<file path="config.mk">
export PLATFORM = sky130hd
export DESIGN_NAME = htif_uart_bridge
export DESIGN_NICKNAME = d
export VERILOG_FILES = /design/src/logic/bus_pkg.sv /design/src/logic/htif_pkg.sv /design/src/logic/htif_slave.sv /design/src/logic/console_master.sv /design/src/logic/bus_steer.sv /design/src/logic/htif_uart_bridge.sv
export VERILOG_INCLUDE_DIRS = /design/src /design/src/logic
export SDC_FILE = /design/constraint.sdc
export NUM_CORES = 1
export LEC_CHECK = 0
export BUFFER_PORTS_ARGS = -buffer_cell sky130_fd_sc_hd__buf_4
export CAP_MARGIN = 15
export CORE_ASPECT_RATIO = 0.8
export CORE_UTILIZATION = 40
export CTS_CLUSTER_DIAMETER = 120
export CTS_CLUSTER_SIZE = 28
export DETAILED_ROUTE_END_ITERATION = 8
export SYNTH_ARGS = -nofsm -noshare
export SYNTH_HDL_FRONTEND = slang
export SYNTH_HIERARCHICAL = 1
export SYNTH_SLANG_ARGS = --single-unit
</file>
<file path="constraint.sdc">
create_clock -name clk -period 9.22 [get_ports clk]
set_clock_uncertainty 0.05 [all_clocks]
set_input_delay 0.922 -clock clk [delete_from_list [all_inputs] [get_ports clk]]
set_output_delay 0.922 -clock clk [all_outputs]
set_load 0.02 [all_outputs]
</file>
<file path="src/logic/htif_config.svh">
`ifndef HTIF_CONFIG_SVH
`define HTIF_CONFIG_SVH

// HTIF register pair seen on the core's memory port
`define HTIF_TOHOST_ADDR   64'h0000_0000_8000_1000
`define HTIF_FROMHOST_ADDR 64'h0000_0000_8000_1040

// UART-lite device on the system bus
`define UART_BASE          64'h0000_0000_1000_0000
`define UART_FIFO_OFS      64'd0
`define UART_STAT_OFS      64'd8

`define UART_RX_VALID_BIT  0
`define UART_TX_FULL_BIT   3
`define UART_TX_STRB       8'b0001_0000 // byte lane 4

`endif

</file>
<file path="src/logic/bus_pkg.sv">
package bus_pkg;

    typedef logic [63:0] bus_addr_t;
    typedef logic [63:0] bus_data_t;
    typedef logic [7:0]  bus_strb_t;
    typedef logic [7:0]  bus_len_t;  // beats minus one

endpackage

</file>
<file path="src/logic/htif_pkg.sv">
package htif_pkg;

    typedef logic [7:0] htif_dev_t;     // tohost 63:56
    typedef logic [7:0] htif_cmd_t;     // tohost 55:48
    typedef logic [7:0] console_byte_t;

    typedef enum logic [3:0] {
        cs_idle,
        cs_stat_addr,  // AR to status register
        cs_stat_wait,
        cs_tx_addr,
        cs_tx_wait,    // W beat of the tx byte
        cs_resp_wait,
        cs_rx_addr,
        cs_rx_wait,
        cs_done
    } console_state_t;

endpackage

</file>
<file path="src/logic/htif_slave.sv">
`timescale 1ns/10ps
`include "htif_config.svh"

module htif_slave (
    input  logic                    clk,
    input  logic                    rst,
    input  logic                    core_arvalid,
    input  logic                    core_awvalid,
    input  logic                    core_wvalid,
    input  logic                    core_rready,
    input  logic                    core_bready,
    input  bus_pkg::bus_addr_t      core_araddr,
    input  bus_pkg::bus_addr_t      core_awaddr,
    input  bus_pkg::bus_len_t       core_arlen,
    input  bus_pkg::bus_len_t       core_awlen,
    input  bus_pkg::bus_data_t      core_wdata,
    input  logic                    console_done,
    input  logic                    rx_strobe,
    input  htif_pkg::console_byte_t rx_char,
    output logic                    htif_active,
    output logic                    s_arready,
    output logic                    s_awready,
    output logic                    s_wready,
    output logic                    s_rvalid,
    output logic                    s_bvalid,
    output bus_pkg::bus_data_t      s_rdata,
    output logic                    console_start,
    output logic                    console_rx_mode,
    output htif_pkg::console_byte_t tx_char
);
    import bus_pkg::*;
    import htif_pkg::*;

    logic      on_htif;
    logic      job;
    logic      aw_done;
    logic      w_done;
    logic      rx_pend;
    logic      ar_hit;
    logic      aw_hit;
    logic      ar_hs;
    logic      aw_hs;
    logic      w_hs;
    logic      r_hs;
    logic      b_hs;
    logic      wr_fire;
    logic      to_console;
    bus_addr_t waddr;
    bus_addr_t waddr_now;
    bus_data_t wdata;
    bus_data_t wdata_now;
    bus_data_t tohost;
    bus_data_t fromhost;
    htif_dev_t to_dev;
    htif_cmd_t to_cmd;

    // single-beat access to one of the two registers, only when idle
    assign ar_hit = ~on_htif & core_arvalid & (core_arlen == '0) &
                    (core_araddr == `HTIF_TOHOST_ADDR | core_araddr == `HTIF_FROMHOST_ADDR);
    assign aw_hit = ~on_htif & core_awvalid & (core_awlen == '0) &
                    (core_awaddr == `HTIF_TOHOST_ADDR | core_awaddr == `HTIF_FROMHOST_ADDR);
    assign htif_active = on_htif | ar_hit | aw_hit;

    assign s_arready = htif_active & ~job & ~s_rvalid;
    assign s_awready = htif_active & ~job & ~aw_done;
    assign s_wready  = htif_active & ~job & ~w_done;

    assign ar_hs = core_arvalid & s_arready;
    assign aw_hs = core_awvalid & s_awready;
    assign w_hs  = core_wvalid & s_wready;
    assign r_hs  = s_rvalid & core_rready;
    assign b_hs  = s_bvalid & core_bready;

    // both halves of the write present, this cycle or earlier
    assign wr_fire   = (aw_done | aw_hs) & (w_done | w_hs) & ~s_bvalid;
    assign waddr_now = aw_done ? waddr : core_awaddr;
    assign wdata_now = w_done ? wdata : core_wdata;

    assign to_dev     = tohost[63:56];
    assign to_cmd     = tohost[55:48];
    assign to_console = (to_dev == 8'd1) & (to_cmd == 8'd1); // console putchar
    assign tx_char    = tohost[7:0];

    always_ff @(posedge clk) begin
        if (rst) begin
            on_htif         <= 1'b0;
            job             <= 1'b0;
            aw_done         <= 1'b0;
            w_done          <= 1'b0;
            rx_pend         <= 1'b0;
            s_rvalid        <= 1'b0;
            s_bvalid        <= 1'b0;
            console_start   <= 1'b0;
            console_rx_mode <= 1'b0;
            tohost          <= '0;
            fromhost        <= '0;
        end else begin
            console_start <= 1'b0;
            if (ar_hit | aw_hit) on_htif <= 1'b1;
            if (ar_hs) begin
                s_rvalid <= 1'b1;
                rx_pend  <= (core_araddr == `HTIF_FROMHOST_ADDR) & (fromhost == '0);
            end
            if (aw_hs) aw_done <= 1'b1;
            if (w_hs) w_done <= 1'b1;
            if (wr_fire) begin
                s_bvalid <= 1'b1;
                if (waddr_now == `HTIF_TOHOST_ADDR) tohost <= wdata_now;
                if (waddr_now == `HTIF_FROMHOST_ADDR) fromhost <= wdata_now;
            end
            if (r_hs) begin
                s_rvalid <= 1'b0;
                if (rx_pend) begin // empty poll, go ask the UART
                    job             <= 1'b1;
                    console_start   <= 1'b1;
                    console_rx_mode <= 1'b1;
                end else begin
                    on_htif <= 1'b0;
                end
            end
            if (b_hs) begin
                s_bvalid <= 1'b0;
                aw_done  <= 1'b0;
                w_done   <= 1'b0;
                if (waddr == `HTIF_TOHOST_ADDR & to_console) begin
                    job             <= 1'b1;
                    console_start   <= 1'b1;
                    console_rx_mode <= 1'b0;
                end else begin
                    if (waddr == `HTIF_TOHOST_ADDR) tohost <= '0; // command consumed
                    on_htif <= 1'b0;
                end
            end
            if (rx_strobe) fromhost <= {8'd1, 8'd0, 40'd0, rx_char};
            if (console_done) begin
                job     <= 1'b0;
                on_htif <= 1'b0;
                if (~console_rx_mode) tohost <= '0;
            end
        end
    end

    always_ff @(posedge clk) begin
        if (ar_hs) s_rdata <= (core_araddr == `HTIF_TOHOST_ADDR) ? tohost : fromhost;
        if (aw_hs) waddr <= core_awaddr;
        if (w_hs) wdata <= core_wdata;
    end

endmodule

</file>
<file path="src/logic/console_master.sv">
`timescale 1ns/10ps
`include "htif_config.svh"

module console_master (
    input  logic                    clk,
    input  logic                    rst,
    input  logic                    console_start,
    input  logic                    console_rx_mode,
    input  htif_pkg::console_byte_t tx_char,
    input  logic                    mem_arready,
    input  logic                    mem_rvalid,
    input  logic                    mem_awready,
    input  logic                    mem_wready,
    input  logic                    mem_bvalid,
    input  bus_pkg::bus_data_t      mem_rdata,
    output logic                    c_arvalid,
    output logic                    c_rready,
    output logic                    c_awvalid,
    output logic                    c_wvalid,
    output logic                    c_wlast,
    output logic                    c_bready,
    output bus_pkg::bus_addr_t      c_araddr,
    output bus_pkg::bus_addr_t      c_awaddr,
    output bus_pkg::bus_data_t      c_wdata,
    output bus_pkg::bus_strb_t      c_wstrb,
    output logic                    console_done,
    output logic                    rx_strobe,
    output htif_pkg::console_byte_t rx_char
);
    import bus_pkg::*;
    import htif_pkg::*;

    console_state_t state;
    logic           rx_valid;
    logic           tx_full;

    assign rx_valid = mem_rdata[`UART_RX_VALID_BIT];
    assign tx_full  = mem_rdata[`UART_TX_FULL_BIT];

    always_ff @(posedge clk) begin
        if (rst) begin
            state <= cs_idle;
        end else begin
            case (state)
                cs_idle: if (console_start) state <= cs_stat_addr;
                cs_stat_addr: if (mem_arready) state <= cs_stat_wait;
                cs_stat_wait: begin
                    if (mem_rvalid) begin
                        if (console_rx_mode) begin
                            state <= rx_valid ? cs_rx_addr : cs_done;
                        end else begin
                            state <= tx_full ? cs_stat_addr : cs_tx_addr; // poll again
                        end
                    end
                end
                cs_tx_addr: if (mem_awready) state <= cs_tx_wait;
                cs_tx_wait: if (mem_wready) state <= cs_resp_wait;
                cs_resp_wait: if (mem_bvalid) state <= cs_done;
                cs_rx_addr: if (mem_arready) state <= cs_rx_wait;
                cs_rx_wait: if (mem_rvalid) state <= cs_done;
                cs_done: state <= cs_idle;
                default: state <= cs_idle;
            endcase
        end
    end

    // read side
    assign c_arvalid = (state == cs_stat_addr) | (state == cs_rx_addr);
    assign c_araddr  = (state == cs_rx_addr) ? `UART_BASE + `UART_FIFO_OFS
                                             : `UART_BASE + `UART_STAT_OFS;
    assign c_rready  = (state == cs_stat_wait) | (state == cs_rx_wait);

    // write side, one beat
    assign c_awvalid = state == cs_tx_addr;
    assign c_awaddr  = `UART_BASE + `UART_FIFO_OFS;
    assign c_wvalid  = state == cs_tx_wait;
    assign c_wdata   = {24'd0, tx_char, 32'd0}; // byte on lane 4
    assign c_wstrb   = `UART_TX_STRB;
    assign c_wlast   = 1'b1;
    assign c_bready  = state == cs_resp_wait;

    assign rx_strobe    = (state == cs_rx_wait) & mem_rvalid;
    assign rx_char      = mem_rdata[7:0];
    assign console_done = state == cs_done;

endmodule

</file>
<file path="src/logic/bus_steer.sv">
`timescale 1ns/10ps

module bus_steer (
    input  logic               htif_active,
    input  logic               core_arvalid,
    input  logic               core_awvalid,
    input  logic               core_wvalid,
    input  logic               core_wlast,
    input  logic               core_rready,
    input  logic               core_bready,
    input  bus_pkg::bus_addr_t core_araddr,
    input  bus_pkg::bus_addr_t core_awaddr,
    input  bus_pkg::bus_len_t  core_arlen,
    input  bus_pkg::bus_len_t  core_awlen,
    input  bus_pkg::bus_data_t core_wdata,
    input  bus_pkg::bus_strb_t core_wstrb,
    input  logic               s_arready,
    input  logic               s_awready,
    input  logic               s_wready,
    input  logic               s_rvalid,
    input  logic               s_bvalid,
    input  bus_pkg::bus_data_t s_rdata,
    input  logic               c_arvalid,
    input  logic               c_rready,
    input  logic               c_awvalid,
    input  logic               c_wvalid,
    input  logic               c_wlast,
    input  logic               c_bready,
    input  bus_pkg::bus_addr_t c_araddr,
    input  bus_pkg::bus_addr_t c_awaddr,
    input  bus_pkg::bus_data_t c_wdata,
    input  bus_pkg::bus_strb_t c_wstrb,
    input  logic               mem_arready,
    input  logic               mem_awready,
    input  logic               mem_wready,
    input  logic               mem_rvalid,
    input  logic               mem_rlast,
    input  logic               mem_bvalid,
    input  bus_pkg::bus_data_t mem_rdata,
    output logic               core_arready,
    output logic               core_awready,
    output logic               core_wready,
    output logic               core_rvalid,
    output logic               core_rlast,
    output logic               core_bvalid,
    output bus_pkg::bus_data_t core_rdata,
    output logic               mem_arvalid,
    output logic               mem_awvalid,
    output logic               mem_wvalid,
    output logic               mem_wlast,
    output logic               mem_rready,
    output logic               mem_bready,
    output bus_pkg::bus_addr_t mem_araddr,
    output bus_pkg::bus_addr_t mem_awaddr,
    output bus_pkg::bus_len_t  mem_arlen,
    output bus_pkg::bus_len_t  mem_awlen,
    output bus_pkg::bus_data_t mem_wdata,
    output bus_pkg::bus_strb_t mem_wstrb
);

    // core side answers come from the HTIF slave while active
    assign core_arready = htif_active ? s_arready : mem_arready;
    assign core_awready = htif_active ? s_awready : mem_awready;
    assign core_wready  = htif_active ? s_wready  : mem_wready;
    assign core_rvalid  = htif_active ? s_rvalid  : mem_rvalid;
    assign core_rdata   = htif_active ? s_rdata   : mem_rdata;
    assign core_rlast   = htif_active | mem_rlast; // HTIF reads are one beat
    assign core_bvalid  = htif_active ? s_bvalid  : mem_bvalid;

    // bus side requests come from the console master while active
    assign mem_arvalid = htif_active ? c_arvalid : core_arvalid;
    assign mem_araddr  = htif_active ? c_araddr  : core_araddr;
    assign mem_arlen   = htif_active ? '0        : core_arlen;
    assign mem_rready  = htif_active ? c_rready  : core_rready;
    assign mem_awvalid = htif_active ? c_awvalid : core_awvalid;
    assign mem_awaddr  = htif_active ? c_awaddr  : core_awaddr;
    assign mem_awlen   = htif_active ? '0        : core_awlen;
    assign mem_wvalid  = htif_active ? c_wvalid  : core_wvalid;
    assign mem_wdata   = htif_active ? c_wdata   : core_wdata;
    assign mem_wstrb   = htif_active ? c_wstrb   : core_wstrb;
    assign mem_wlast   = htif_active ? c_wlast   : core_wlast;
    assign mem_bready  = htif_active ? c_bready  : core_bready;

endmodule

</file>
<file path="src/logic/htif_uart_bridge.sv">
`timescale 1ns/10ps

module htif_uart_bridge (
    input  logic               clk,
    input  logic               rst,
    input  logic               core_arvalid,
    output logic               core_arready,
    input  bus_pkg::bus_addr_t core_araddr,
    input  bus_pkg::bus_len_t  core_arlen,
    output logic               core_rvalid,
    input  logic               core_rready,
    output bus_pkg::bus_data_t core_rdata,
    output logic               core_rlast,
    input  logic               core_awvalid,
    output logic               core_awready,
    input  bus_pkg::bus_addr_t core_awaddr,
    input  bus_pkg::bus_len_t  core_awlen,
    input  logic               core_wvalid,
    output logic               core_wready,
    input  bus_pkg::bus_data_t core_wdata,
    input  bus_pkg::bus_strb_t core_wstrb,
    input  logic               core_wlast,
    output logic               core_bvalid,
    input  logic               core_bready,
    output logic               mem_arvalid,
    input  logic               mem_arready,
    output bus_pkg::bus_addr_t mem_araddr,
    output bus_pkg::bus_len_t  mem_arlen,
    input  logic               mem_rvalid,
    output logic               mem_rready,
    input  bus_pkg::bus_data_t mem_rdata,
    input  logic               mem_rlast,
    output logic               mem_awvalid,
    input  logic               mem_awready,
    output bus_pkg::bus_addr_t mem_awaddr,
    output bus_pkg::bus_len_t  mem_awlen,
    output logic               mem_wvalid,
    input  logic               mem_wready,
    output bus_pkg::bus_data_t mem_wdata,
    output bus_pkg::bus_strb_t mem_wstrb,
    output logic               mem_wlast,
    input  logic               mem_bvalid,
    output logic               mem_bready
);
    import bus_pkg::*;
    import htif_pkg::*;

    logic          htif_active;
    logic          s_arready, s_awready, s_wready, s_rvalid, s_bvalid;
    bus_data_t     s_rdata;
    logic          console_start, console_rx_mode, console_done;
    logic          rx_strobe;
    console_byte_t tx_char, rx_char;
    logic          c_arvalid, c_rready, c_awvalid, c_wvalid, c_wlast, c_bready;
    bus_addr_t     c_araddr, c_awaddr;
    bus_data_t     c_wdata;
    bus_strb_t     c_wstrb;

    htif_slave u_slave (
        .clk(clk), .rst(rst),
        .core_arvalid(core_arvalid), .core_awvalid(core_awvalid),
        .core_wvalid(core_wvalid), .core_rready(core_rready), .core_bready(core_bready),
        .core_araddr(core_araddr), .core_awaddr(core_awaddr),
        .core_arlen(core_arlen), .core_awlen(core_awlen), .core_wdata(core_wdata),
        .console_done(console_done), .rx_strobe(rx_strobe), .rx_char(rx_char),
        .htif_active(htif_active),
        .s_arready(s_arready), .s_awready(s_awready), .s_wready(s_wready),
        .s_rvalid(s_rvalid), .s_bvalid(s_bvalid), .s_rdata(s_rdata),
        .console_start(console_start), .console_rx_mode(console_rx_mode),
        .tx_char(tx_char)
    );

    console_master u_console (
        .clk(clk), .rst(rst),
        .console_start(console_start), .console_rx_mode(console_rx_mode),
        .tx_char(tx_char),
        .mem_arready(mem_arready), .mem_rvalid(mem_rvalid), .mem_awready(mem_awready),
        .mem_wready(mem_wready), .mem_bvalid(mem_bvalid), .mem_rdata(mem_rdata),
        .c_arvalid(c_arvalid), .c_rready(c_rready), .c_awvalid(c_awvalid),
        .c_wvalid(c_wvalid), .c_wlast(c_wlast), .c_bready(c_bready),
        .c_araddr(c_araddr), .c_awaddr(c_awaddr), .c_wdata(c_wdata), .c_wstrb(c_wstrb),
        .console_done(console_done), .rx_strobe(rx_strobe), .rx_char(rx_char)
    );

    bus_steer u_steer (
        .htif_active(htif_active),
        .core_arvalid(core_arvalid), .core_awvalid(core_awvalid),
        .core_wvalid(core_wvalid), .core_wlast(core_wlast),
        .core_rready(core_rready), .core_bready(core_bready),
        .core_araddr(core_araddr), .core_awaddr(core_awaddr),
        .core_arlen(core_arlen), .core_awlen(core_awlen),
        .core_wdata(core_wdata), .core_wstrb(core_wstrb),
        .s_arready(s_arready), .s_awready(s_awready), .s_wready(s_wready),
        .s_rvalid(s_rvalid), .s_bvalid(s_bvalid), .s_rdata(s_rdata),
        .c_arvalid(c_arvalid), .c_rready(c_rready), .c_awvalid(c_awvalid),
        .c_wvalid(c_wvalid), .c_wlast(c_wlast), .c_bready(c_bready),
        .c_araddr(c_araddr), .c_awaddr(c_awaddr), .c_wdata(c_wdata), .c_wstrb(c_wstrb),
        .mem_arready(mem_arready), .mem_awready(mem_awready), .mem_wready(mem_wready),
        .mem_rvalid(mem_rvalid), .mem_rlast(mem_rlast), .mem_bvalid(mem_bvalid),
        .mem_rdata(mem_rdata),
        .core_arready(core_arready), .core_awready(core_awready),
        .core_wready(core_wready), .core_rvalid(core_rvalid), .core_rlast(core_rlast),
        .core_bvalid(core_bvalid), .core_rdata(core_rdata),
        .mem_arvalid(mem_arvalid), .mem_awvalid(mem_awvalid), .mem_wvalid(mem_wvalid),
        .mem_wlast(mem_wlast), .mem_rready(mem_rready), .mem_bready(mem_bready),
        .mem_araddr(mem_araddr), .mem_awaddr(mem_awaddr),
        .mem_arlen(mem_arlen), .mem_awlen(mem_awlen),
        .mem_wdata(mem_wdata), .mem_wstrb(mem_wstrb)
    );

endmodule

</file>
==> impl_metrics.py <==
metrics = {
    "outcome": {
        "status": "complete, no violations",
    },
    "final_layout": {
        "fillers": 4449,
        "syn_to_final_growth_pct": 19.9,
        "fin_cells": 2871,
        "drive_gt1_frac": 0.483,
        "num-nets-final": 2488,
        "final_util": 0.489,
        "multi_input_area_mm2": 0.00939,
        "regArea_mm2": 0.00859,
    },
    "power_and_ir_drop": {
        "sw_frac_of_total": 0.249,
        "p_leak_uw": 0.00869,
        "pwr_density_cell_mw_per_mm2": 117,
        "switchingPower_uw": 697,
        "internal_power_uw": 2100,
        "clkPwrFrac": 0.278,
        "pwr-share-seq": 0.559,
        "p_comb_frac": 0.163,
        "vdd_drop_max_mv": 0.0936,
    },
    "grt": {
        "grt_max_degree": 198,
        "overflow": 0,
        "antenna_found_initial": 3,
        "grt_use_total": 0.243,
        "grt_pass1_vias": 14819,
        "grt_first_pass_wirelength_mm": 94.7,
    },
    "routing": {
        "top_layer_used": "met5",
        "wire_per_inst_um": 22.5,
        "viasPerCell": 5.44,
        "m1WireLength_mm": 27.7,
        "drc": 0,
        "via_count": 15619,
        "ant_nets": 0,
        "wirelength_mm": 64.6,
        "firstDrtPassIters": 5,
        "met2_length_mm": 30.4,
        "met3_length_mm": 4.94,
        "dr.first_iter.drc_count": 1527,
    },
    "logic_synthesis": {
        "synthArstFlopShare": 0,
        "seq_area_frac_synth": 0.432,
        "ys_seq_elements": 333,
        "synth_top_flop_cell": "edfxtp_1",
        "yosysTopAreaCell": "edfxtp_1",
        "ys_top_cells_by_count": "403 x mux2_2, 231 x buf_4, 192 x edfxtp_1",
        "synth.distinct_cells": 59,
        "yosys-top-cells-area": "edfxtp_1 29%, mux2_2 23%, dfxtp_1 14%, buf_4 8.7%, nor4_1 5.6%",
        "synth_edf_count": 192,
        "avgSynthCellArea_um2": 11.4,
        "yosysWarnings": 6,
        "post-synth-top-count-cell": "mux2_2",
        "syn_inst": 1743,
        "netlist_area_mm2": 0.0199,
        "synth_top_area_share": 0.290,
    },
    "critical_path": {
        "crit_required_ns": 8.25,
        "cp_data_arrival_time_ns": 4.73,
        "worstReg2RegEnd": "u_slave/tohost[5]",
        "r2r-start": "u_slave/job",
        "reg2reg_depth": 8,
        "cp-end-kind": "output pin",
        "regToRegSetupSlack_ns": 5.51,
        "crit_path_start_kind": "input port",
        "crit_type": "in -> out",
        "critPathMaxFanout": 197,
    },
    "floorplan": {
        "core-area_mm2": 0.0487,
        "die_h_um": 201,
        "fp.dieW_um": 251,
        "dieArea_mm2": 0.0506,
        "rows": 72,
        "initial_utilization": 0.408,
        "io_pins": 586,
    },
    "placement": {
        "gp_congestion": 0.871,
        "place_ws_ns": 3.61,
        "placed_cells": 2842,
        "portBuffers": 585,
        "dp_hpwl_mm": 45.8,
    },
    "sta": {
        "rsz0062_at_grt": "no",
        "worst_pin_slew_ns": 1.19,
        "setup_slack_ns": 3.52,
        "slew_viol_final": 0,
        "setup_tns_ns": 0,
        "final.min_clock_period_ns": 5.70,
        "hold_slack_ns": 0.498,
        "slew_headroom": 0.209,
        "min_period_over_period": 0.618,
        "max_freq_mhz": 176,
        "hold_viol": 0,
        "setup_viol": 0,
    },
    "cts": {
        "cts_hold_buf": 0,
        "cts_tree": "built",
        "cts.sink_count": 333,
        "clock_path_buffers": 3,
        "postCtsSetupBuffers": 0,
        "clockRootBuffer": "clkbuf_16",
        "cts_buffers": 15,
        "postCtsResizedCells": 0,
        "clkTransAtPathRegs_ns": 0.10,
        "h-tree-depth": 1,
        "worstSkewPairLatency_ns": 0.53,
    },
    "hold_path": {
        "min_path_type": "reg -> reg",
        "hold_start": "u_slave/tohost[29]",
        "holdPathStages": 2,
        "min_to": "u_slave/tohost[29]",
    },
    "job": {
        "drv_cap": 0,
    },
}
-- power groups by stage --
stage	Clock, µW	Combinational, µW	Sequential (µW)
6_report	778	457	1560
3_5_place_dp	0	455	1600
3_3_place_gp	0	452	1600
5_1_grt	853	483	1560
2_1_floorplan	0	253	1600
4_1_cts	809	457	1560
-- layout by cell type, fill, tap and decap left out, types with 11 or more instances in the layout --
cell type,n
mux2_2,403
clkbuf_16,15
nor4_1,179
nand4_1,32
mux2i_1,11
edfxtp_1,192
a31oi_1,124
nor4b_1,12
buf_4,604
nor2_1,27
dfxtp_1,140
conb_1,192
a21oi_1,16
nor3_1,118
nor2b_1,20
nor4_2,11
a211oi_1,11
-- worst max-delay path by stage --
stage | from | endpoint | slack (ns) | cells after the start
floorplan | core_arlen[5] | u_slave/wdata[0] | 1.61 | 6
global placement | core_araddr[5] | core_rdata[8] | 3.68 | 9
detailed placement | core_araddr[5] | mem_awaddr[30] | 3.61 | 9
CTS | core_araddr[5] | mem_awaddr[44] | 3.58 | 9
global route | core_araddr[5] | mem_awaddr[55] | 3.40 | 9
finish | core_araddr[5] | mem_awaddr[44] | 3.52 | 9
-- area by class of cell --
cell class	instances	area share
antenna	2	0.000210
clock inverter	2	0.000577
timing repair buffer	606	0.192
multi-input combinational	1230	0.394
clock buffer	24	0.0172
tap	666	0.0349
inverter	8	0.00126
sequential	333	0.360
-- state kept, by name, indices dropped and copies added, names as in the netlist, 4 cells and up --
signal	flops
u_slave/waddr	64
u_slave/tohost	64
u_slave/wdata	64
u_slave/s_rdata	64
u_console/state	4
u_slave/fromhost	64
-- worst max-delay path, cell delays in order --
cell and delay, ns:
buf_4 0.13, nor4_1 0.36, nand4_1 0.28, nor4_4 0.71, a21oi_2 0.29, nand2_4 0.42
buf_12 0.65, mux2_2 0.43, buf_4 0.16
-- through the flow --
| stage | cell area [µm²] | power (µW) |
|---|---|---|
| 6_report | 23900 | 2800 |
| 2_1_floorplan | 20600 | 1850 |
| 3_5_place_dp | 23400 | 2050 |
| 5_1_grt | 23900 | 2900 |
| 3_3_place_gp | 23400 | 2050 |
| 4_1_cts | 23800 | 2830 |
-- logic make-up after synthesis --
| family | share of synthesized area |
|---|---|
| buffers and inverters | 0.135 |
| AOI/OAI and AO/OA | 0.0629 |
| muxes | 0.234 |
| and+or+nand+nor | 0.137 |
| other | 0.000377 |
| DFF | 0.432 |
-- routing by layer --
metal  vias up  GRT usage
met5         -          0
met4         4     0.0588
met3        77     0.0440
met2       711      0.393
met1      7601      0.336
li1       7226          -
(Power assumes the default switching activity.)
